File: config.mk
export PLATFORM = sky130hd
export DESIGN_NAME = nand_probe_top
export DESIGN_NICKNAME = d
export VERILOG_FILES = /design/src/nand_pkg.sv /design/src/nand_sequencer.sv /design/src/byte_fifo.sv /design/src/uart_tx.sv /design/src/nand_probe_top.sv
export SDC_FILE = /design/constraint.sdc
export NUM_CORES = 1
export LEC_CHECK = 0
export ABC_CLOCK_PERIOD_IN_PS = 7600
export BUFFER_PORTS_ARGS = -buffer_cell sky130_fd_sc_hd__clkbuf_2
export CORE_MARGIN = 1
export CORE_UTILIZATION = 30
export CTS_BUF_LIST = sky130_fd_sc_hd__clkbuf_16
export DETAILED_ROUTE_END_ITERATION = 16
export PLACE_DENSITY = 0.41
export SLEW_MARGIN = 15
export SYNTH_ARGS = -nofsm -noshare
export SYNTH_HDL_FRONTEND = slang
export SYNTH_HIERARCHICAL = 1
export SYNTH_SLANG_ARGS = --single-unit
export TNS_END_PERCENT = 1
File: constraint.sdc
create_clock -name clk -period 7.6 [get_ports clk]
set_input_delay 0.38 -clock clk [delete_from_list [all_inputs] [get_ports clk]]
set_output_delay 0.38 -clock clk [all_outputs]
set_load 0.01 [all_outputs]
File: src/nand_pkg.sv
/* Shared types and constants for the NAND probe.
   Imported by the sequencer, FIFO, UART and top level. */
package nand_pkg;

    // Raw NAND pins as driven by the probe
    typedef struct packed {
        logic       ce_n;
        logic       cle;
        logic       ale;
        logic       we_n;
        logic       re_n;
        logic       oe;     // Drive dout onto the IO lines
        logic [7:0] dout;
    } nand_bus_t;

    typedef enum logic [2:0] {
        OP_CMD,
        OP_ADDR,
        OP_READ,
        OP_WAIT,
        OP_END
    } step_op_t;

    typedef struct packed {
        step_op_t   op;
        logic [7:0] data;
    } step_t;

    localparam int PHASE_CYCLES    = 4;    // Clocks per bus phase
    localparam int STEP_PHASES     = 4;    // Setup, strobe low, strobe high, hold
    localparam int UART_DIV        = 8;    // Clocks per UART bit
    localparam int FIFO_DEPTH      = 16;
    localparam int N_READ_BYTES    = 10;
    localparam int SCRIPT_LEN      = 18;   // Script entries including OP_END
    localparam int UART_FRAME_BITS = 10;   // Start, 8 data, stop

    localparam int CYC_W      = $clog2(PHASE_CYCLES);
    localparam int PHASE_W    = $clog2(STEP_PHASES);
    localparam int STEP_PTR_W = $clog2(SCRIPT_LEN);
    localparam int FIFO_AW    = $clog2(FIFO_DEPTH);
    localparam int BAUD_W     = $clog2(UART_DIV);
    localparam int BIT_CNT_W  = $clog2(UART_FRAME_BITS);
    localparam int SENT_W     = $clog2(N_READ_BYTES + 1);

    // Chip deselected, both strobes high, IO released
    localparam nand_bus_t IDLE_BUS = '{
        ce_n: 1'b1,
        cle:  1'b0,
        ale:  1'b0,
        we_n: 1'b1,
        re_n: 1'b1,
        oe:   1'b0,
        dout: 8'hFF
    };

endpackage

File: src/nand_sequencer.sv
`timescale 1ns/1ps
/* Steps through the fixed NAND probe script after start and drives the bus phase by phase.
   Read bytes come out on rd_byte with a one-cycle rd_valid strobe. */
module nand_sequencer (
    input  logic                clk,
    input  logic                arst_n,
    input  logic                start,
    input  logic [7:0]          nand_din,
    output nand_pkg::nand_bus_t nand_bus,
    output logic [7:0]          rd_byte,
    output logic                rd_valid,
    output logic                busy
);
    import nand_pkg::*;

    typedef enum logic {
        S_IDLE,
        S_RUN
    } state_t;

    state_t                state;
    logic [CYC_W-1:0]      cyc;
    logic [PHASE_W-1:0]    phase;
    logic [STEP_PTR_W-1:0] ptr;
    step_t                 cur;
    nand_bus_t             bus_next;
    logic                  phase_last;
    logic                  step_last;
    logic                  re_rise;

    // Script ROM
    function automatic step_t script_step(input logic [STEP_PTR_W-1:0] idx);
        case (int'(idx))
            0:       return '{op: OP_CMD,  data: 8'hFF};  // RESET
            1:       return '{op: OP_WAIT, data: 8'h00};
            2:       return '{op: OP_CMD,  data: 8'h70};  // READ STATUS
            3:       return '{op: OP_READ, data: 8'h00};
            4:       return '{op: OP_CMD,  data: 8'h90};  // READ ID, ONFI signature
            5:       return '{op: OP_ADDR, data: 8'h20};
            6:       return '{op: OP_READ, data: 8'h00};
            7:       return '{op: OP_READ, data: 8'h00};
            8:       return '{op: OP_READ, data: 8'h00};
            9:       return '{op: OP_READ, data: 8'h00};
            10:      return '{op: OP_CMD,  data: 8'h90};  // READ ID, maker and device
            11:      return '{op: OP_ADDR, data: 8'h00};
            12:      return '{op: OP_READ, data: 8'h00};
            13:      return '{op: OP_READ, data: 8'h00};
            14:      return '{op: OP_READ, data: 8'h00};
            15:      return '{op: OP_READ, data: 8'h00};
            16:      return '{op: OP_READ, data: 8'h00};
            default: return '{op: OP_END,  data: 8'h00};
        endcase
    endfunction

    // Pin levels of one step in a given phase; phase 1 is the strobe-low phase
    function automatic nand_bus_t step_pins(input step_t s, input logic [PHASE_W-1:0] ph);
        nand_bus_t b;
        b = IDLE_BUS;
        case (s.op)
            OP_CMD, OP_ADDR: begin
                b.ce_n = 1'b0;
                b.cle  = (s.op == OP_CMD);
                b.ale  = (s.op == OP_ADDR);
                b.oe   = 1'b1;
                b.dout = s.data;
                b.we_n = (ph != PHASE_W'(1));
            end
            OP_READ: begin
                b.ce_n = 1'b0;
                b.re_n = (ph != PHASE_W'(1));
            end
            default: ;  // WAIT and END leave the bus idle
        endcase
        return b;
    endfunction

    assign cur        = script_step(ptr);
    assign phase_last = (cyc == CYC_W'(PHASE_CYCLES - 1));
    assign step_last  = phase_last && (phase == PHASE_W'(STEP_PHASES - 1));
    assign bus_next   = (state == S_RUN) ? step_pins(cur, phase) : IDLE_BUS;
    assign re_rise    = !nand_bus.re_n && bus_next.re_n;  // Last cycle of strobe low
    assign busy       = (state == S_RUN);

    always_ff @(posedge clk or negedge arst_n) begin
        if (!arst_n) begin
            state    <= S_IDLE;
            cyc      <= '0;
            phase    <= '0;
            ptr      <= '0;
            nand_bus <= IDLE_BUS;
            rd_valid <= 1'b0;
        end else begin
            nand_bus <= bus_next;  // Registered so the pins do not glitch
            rd_valid <= re_rise;
            case (state)
                S_IDLE: begin
                    if (start) begin
                        state <= S_RUN;
                        cyc   <= '0;
                        phase <= '0;
                        ptr   <= '0;
                    end
                end
                S_RUN: begin
                    if (cur.op == OP_END) begin
                        state <= S_IDLE;
                    end else if (step_last) begin
                        cyc   <= '0;
                        phase <= '0;
                        ptr   <= ptr + 1'b1;
                    end else if (phase_last) begin
                        cyc   <= '0;
                        phase <= phase + 1'b1;
                    end else begin
                        cyc <= cyc + 1'b1;
                    end
                end
                default: state <= S_IDLE;
            endcase
        end
    end

    always_ff @(posedge clk) begin
        if (re_rise)
            rd_byte <= nand_din;
    end

    a_strobes_exclusive: assert property (@(posedge clk) disable iff (!arst_n)
        nand_bus.we_n || nand_bus.re_n)
        else $error("we_n and re_n low together");

endmodule

File: src/byte_fifo.sv
`timescale 1ns/1ps
/* Small circular FIFO holding captured NAND bytes until the UART can send them.
   dout shows the oldest entry whenever empty is low. */
module byte_fifo (
    input  logic       clk,
    input  logic       arst_n,
    input  logic       push,
    input  logic [7:0] din,
    input  logic       pop,
    output logic [7:0] dout,
    output logic       empty,
    output logic       full
);
    import nand_pkg::*;

    logic [7:0]         mem [FIFO_DEPTH];
    logic [FIFO_AW-1:0] wr_ptr;
    logic [FIFO_AW-1:0] rd_ptr;
    logic [FIFO_AW:0]   count;
    logic               do_push;
    logic               do_pop;

    assign empty   = (count == '0);
    assign full    = (count == (FIFO_AW + 1)'(FIFO_DEPTH));
    assign do_push = push && !full;
    assign do_pop  = pop && !empty;
    assign dout    = mem[rd_ptr];

    always_ff @(posedge clk or negedge arst_n) begin
        if (!arst_n) begin
            wr_ptr <= '0;
            rd_ptr <= '0;
            count  <= '0;
        end else begin
            if (do_push)
                wr_ptr <= wr_ptr + 1'b1;  // Wraps at FIFO_DEPTH
            if (do_pop)
                rd_ptr <= rd_ptr + 1'b1;
            if (do_push && !do_pop)
                count <= count + 1'b1;
            else if (do_pop && !do_push)
                count <= count - 1'b1;
        end
    end

    always_ff @(posedge clk) begin
        if (do_push)
            mem[wr_ptr] <= din;
    end

    a_no_overflow: assert property (@(posedge clk) disable iff (!arst_n) push |-> !full)
        else $error("push into full FIFO");

    a_no_underflow: assert property (@(posedge clk) disable iff (!arst_n) pop |-> !empty)
        else $error("pop from empty FIFO");

endmodule

File: src/uart_tx.sv
`timescale 1ns/1ps
/* 8N1 UART transmitter, UART_DIV clocks per bit, LSB first.
   Pulse load with data while busy is low; busy falls after the stop bit. */
module uart_tx (
    input  logic       clk,
    input  logic       arst_n,
    input  logic       load,
    input  logic [7:0] data,
    output logic       txd,
    output logic       busy
);
    import nand_pkg::*;

    logic [UART_FRAME_BITS-1:0] shreg;
    logic [BAUD_W-1:0]          baud_cnt;
    logic [BIT_CNT_W-1:0]       bit_cnt;
    logic                       bit_end;

    assign bit_end = (baud_cnt == BAUD_W'(UART_DIV - 1));
    assign txd     = shreg[0];  // Straight from a flop

    always_ff @(posedge clk or negedge arst_n) begin
        if (!arst_n) begin
            shreg    <= '1;  // Line idles high
            baud_cnt <= '0;
            bit_cnt  <= '0;
            busy     <= 1'b0;
        end else if (load && !busy) begin
            shreg    <= {1'b1, data, 1'b0};  // Stop, data, start
            baud_cnt <= '0;
            bit_cnt  <= '0;
            busy     <= 1'b1;
        end else if (busy) begin
            if (bit_end) begin
                baud_cnt <= '0;
                shreg    <= {1'b1, shreg[UART_FRAME_BITS-1:1]};
                bit_cnt  <= bit_cnt + 1'b1;
                if (bit_cnt == BIT_CNT_W'(UART_FRAME_BITS - 1))
                    busy <= 1'b0;  // Stop bit done
            end else begin
                baud_cnt <= baud_cnt + 1'b1;
            end
        end
    end

    a_no_load_busy: assert property (@(posedge clk) disable iff (!arst_n) load |-> !busy)
        else $error("UART load while busy");

endmodule

File: src/nand_probe_top.sv
`timescale 1ns/1ps
/* NAND probe top level. Runs the ID script on start and streams every byte read
   out of txd; done pulses once the last byte has left the UART. */
module nand_probe_top (
    input  logic                clk,
    input  logic                arst_n,
    input  logic                start,
    input  logic [7:0]          nand_din,
    output nand_pkg::nand_bus_t nand_bus,
    output logic                txd,
    output logic                busy,
    output logic                done
);
    import nand_pkg::*;

    logic [7:0]        rd_byte;
    logic              rd_valid;
    logic              seq_busy;
    logic              seq_start;
    logic [7:0]        fifo_dout;
    logic              fifo_empty;
    logic              fifo_full;
    logic              pop_load;
    logic              tx_busy;
    logic              tx_busy_q;
    logic [SENT_W-1:0] sent_cnt;

    assign seq_start = start && !busy;  // No new run until the last byte is out
    assign pop_load  = !fifo_empty && !tx_busy;
    assign done      = tx_busy_q && !tx_busy && (sent_cnt == SENT_W'(N_READ_BYTES));
    assign busy      = seq_busy || !fifo_empty || tx_busy || tx_busy_q;

    nand_sequencer u_seq (
        .clk      (clk),
        .arst_n   (arst_n),
        .start    (seq_start),
        .nand_din (nand_din),
        .nand_bus (nand_bus),
        .rd_byte  (rd_byte),
        .rd_valid (rd_valid),
        .busy     (seq_busy)
    );

    byte_fifo u_fifo (
        .clk    (clk),
        .arst_n (arst_n),
        .push   (rd_valid),
        .din    (rd_byte),
        .pop    (pop_load),
        .dout   (fifo_dout),
        .empty  (fifo_empty),
        .full   (fifo_full)
    );

    uart_tx u_uart (
        .clk    (clk),
        .arst_n (arst_n),
        .load   (pop_load),
        .data   (fifo_dout),
        .txd    (txd),
        .busy   (tx_busy)
    );

    always_ff @(posedge clk or negedge arst_n) begin
        if (!arst_n) begin
            tx_busy_q <= 1'b0;
            sent_cnt  <= '0;
        end else begin
            tx_busy_q <= tx_busy;
            if (done)
                sent_cnt <= '0;
            else if (pop_load)
                sent_cnt <= sent_cnt + 1'b1;
        end
    end

    // Script reads fit in the FIFO with no backpressure
    a_fifo_room: assert property (@(posedge clk) disable iff (!arst_n)
        rd_valid |-> !fifo_full)
        else $error("read byte with FIFO full");

    a_done_drained: assert property (@(posedge clk) disable iff (!arst_n)
        done |-> !seq_busy && fifo_empty)
        else $error("done with work still pending");

endmodule

==> impl_results.md <==
- Final total negative setup slack: 0 ns
- Number of global-route vias before repair: between 4000 and 5000
- Placed Instances: around 930
- Per-cell routed wire length: between 15 and 20 µm
- Warnings, synthesis: 6
- Endpoint type of the worst setup path: register
- Clock sink count: between 150 and 200
- Startpoint Class: register
- Met1 wire length: ~8500 µm
- Global placement routability congestion: ~0.76
- Overall die height: between 150 and 200 µm
- Clock Tree Buf Depth: 2
- Count of instances resized after the clock tree is built: 0
- Number of buffers added to fix hold violations after cts: 0
- Top Metal Used: met4
- Required arrival time at the worst endpoint: a little under 8 ns
- Synthesized instance count: 549
- Number of hold violations in the final report: 0
- Master cell of the clock root buffer: clkbuf_16
- Number of antenna violations at the first check in global routing: 0
- Max cap viols: 0
- Non-filler cells in the finished layout: 957
- Die W: around 170 µm
- Mapped Nets: between 500 and 600
- Power density over the cells: roughly 210 nW/µm²
- Iteration-0 DRC Markers: 247
- Count of standard-cell rows: 60
- Routed length on met3: approximately 480 µm
- Mapped Avg Cell Area: between 15 and 20 µm²
- Number of CTS-inserted buffers: 17
- First-pass GRT wire length: about 28000 µm
- Worst Hold Margin: between 0.09 and 0.1 ns
- Clock latency at the later pin of the worst-skew pair: ~0.43 ns
- Internal reg-to-reg setup slack: around 4.2 ns
- Net count, final: between 600 and 700
- HPWL after DPL: about 12000 µm
- Count of port buffers added during placement: 27
- Number of vias per cell: ~4.8
- Count of antenna diodes in the layout: 0
- Max IR drop VDD: approximately 0.15 mV
- Shortest clock period the worst path allows after layout: 3.39 ns
- Overall overflow remaining after global route: 0
- Top-Level Pins: 28
- Share of the clock period used by the worst path: between 40% and 50%
- Slew Limit Fails: 0
- Met2 WL post-DR: between 8000 and 9000 µm
- Cells traversed along the worst timing path: or4_1 -> nor2_1 -> or2_4 -> inv_1 -> o21a_1 -> inv_2 -> ha_1 -> inv_1 -> fa_1 -> a21o_1 -> a21oi_1 -> mux2i_1 -> xnor2_1
- Worst-path cell with the longest stage delay: or4_1
- Worst-case clock skew: 0.00843 ns
- Clock H-tree levels: 4
- Detailed-route via count: between 4000 and 5000
- Area of the core: approximately 27000 µm²
- Largest net degree at the start of global routing: 58
- Transition at the pin with the smallest max-transition slack: between 1 and 1.5 ns
- Setup violation total in the final timing report: 0
- Detailed-route wire length: around 18000 µm
- RSZ-0062 raised after global routing: false
- Fraction of layout cells with a size suffix above 1: between 20% and 30%
- Starting density of the core: between 30% and 40%
- Number of DRC violations after detailed routing: 0
- Layout-stage area growth over the synthesis result: 11.9%
- Max incr delay on CP: between 0.5 and 0.6 ns
- Global-route total usage across every layer: approximately 14%
- Most numerous cell on the critical path: inv_1
- Outcome: finished, final reports clean
- Tightest slew margin relative to the limit: a little under a third
- Die area: between 20000 and 30000 µm²
- Number of search-and-repair iterations in the first detailed-routing pass: 5
- CTS tree: built
- ANT nets after route: 0
- Clock edge transition at the registers on the reported setup and hold paths: 0.07 ns
- Worst Hold Class: in2async
- Post-CTS Repair Setup Buffers: 0
- Leakage Power: 0.00349 µW
- F_max: 295 MHz
- Largest fanout of any net on the critical path: 9
- Post-synthesis instance area: between 8000 and 9000 µm²
- Type of the worst setup path: reg2reg
- Arr. time, crit path: 3.74 ns
-- metal layers --
| layer | vias to the layer above | GRT usage (%) |
|---|---|---|
| met5 | - | 0 |
| met4 | 0 | 5.02 |
| met3 | 20 | 2.17 |
| met2 | 56 | 22.4 |
| met1 | 2346 | 17.9 |
| li1 | 2136 | - |
-- sequential cells by signal, indices dropped and copies added, names as in the netlist, 2 cells and up --
name,flops
u_seq/cyc,2
u_fifo/rd_ptr,4
u_uart/baud_cnt,3
u_fifo/count,5
sent_cnt,4
u_fifo/mem,128
u_uart/shreg,9
u_seq/nand_bus,11
u_seq/ptr,5
u_uart/bit_cnt,4
u_seq/rd_byte,8
u_fifo/wr_ptr,4
u_seq/phase,2
-- through the flow --
step	setup WS (ns)	utilization (%)	instance area (µm²)	power, µW
floorplan	4.55	-	8360	1140
global placement	4.30	32.4	8800	1150
detailed placement	4.20	32.4	8800	1150
CTS	4.17	34.4	9360	2020
global route	3.99	34.4	9360	2060
finish	4.21	34.4	9360	1990
-- report_power, final --
group / internal (µW) / switching [µW]
combinational: 3.20 / 7.34
clock: 457 / 405
sequential: 1120 / 0.704
total: 1580 / 413
-- critical path: cells and delay by family (launching register included) --
family	cells	cell delay, ns
compound gates	3	0.59
xor+xnor	1	0.13
mux	1	0.23
simple gates	3	0.96
fa+ha+maj	2	0.59
flops	1	0.44
buf+inv	3	0.36
-- cell type report --
cell class | instances | area [µm²]
inverters | 24 | 90.1
well taps | 372 | 465
clock buffers | 17 | 425
clock inverters | 14 | 133
multi-input cells | 303 | 2520
repair buffers | 34 | 188
flip-flops and latches | 193 | 5530
fillers | 2668 | 17800
-- cells in the final DEF (no fill, tap or decap), types with 5 or more instances in the layout --
cell type / n
edfxtp_1: 136
dfrtp_1: 39
mux2i_1: 37
nand2_1: 33
clkbuf_2: 27
nor2_1: 26
inv_1: 24
ha_1: 23
clkbuf_16: 17
dfstp_2: 17
a21oi_1: 16
mux4_2: 16
o21ai_0: 15
a221oi_1: 14
xnor2_1: 12
a22oi_1: 8
buf_4: 7
o21ai_1: 7
nand3_1: 6
nand2b_1: 6
nor3_1: 6
nand4_1: 5
o22ai_1: 5
-- final timing paths --
path | start | end | depth (start not counted)
min in group clk | nand_din[7] | u_seq/rd_byte[7]$_DFFE_PP_ | 1
hold reg to reg | u_uart/shreg[3]$_DFFE_PN1P_ | u_uart/shreg[3]$_DFFE_PN1P_ | 2
setup / recovery | u_fifo/count[0]$_DFFE_PN0P_ | u_fifo/count[4]$_DFFE_PN0P_ | 13
setup reg to reg | u_fifo/count[0]$_DFFE_PN0P_ | u_fifo/count[4]$_DFFE_PN0P_ | 13
hold / removal | arst_n | u_uart/bit_cnt[3]$_DFFE_PN0P_ | 2
max in group asynchronous | arst_n | u_fifo/rd_ptr[0]$_DFFE_PN0P_ | 2
Note: power is estimated with default switching activity, not from simulation.
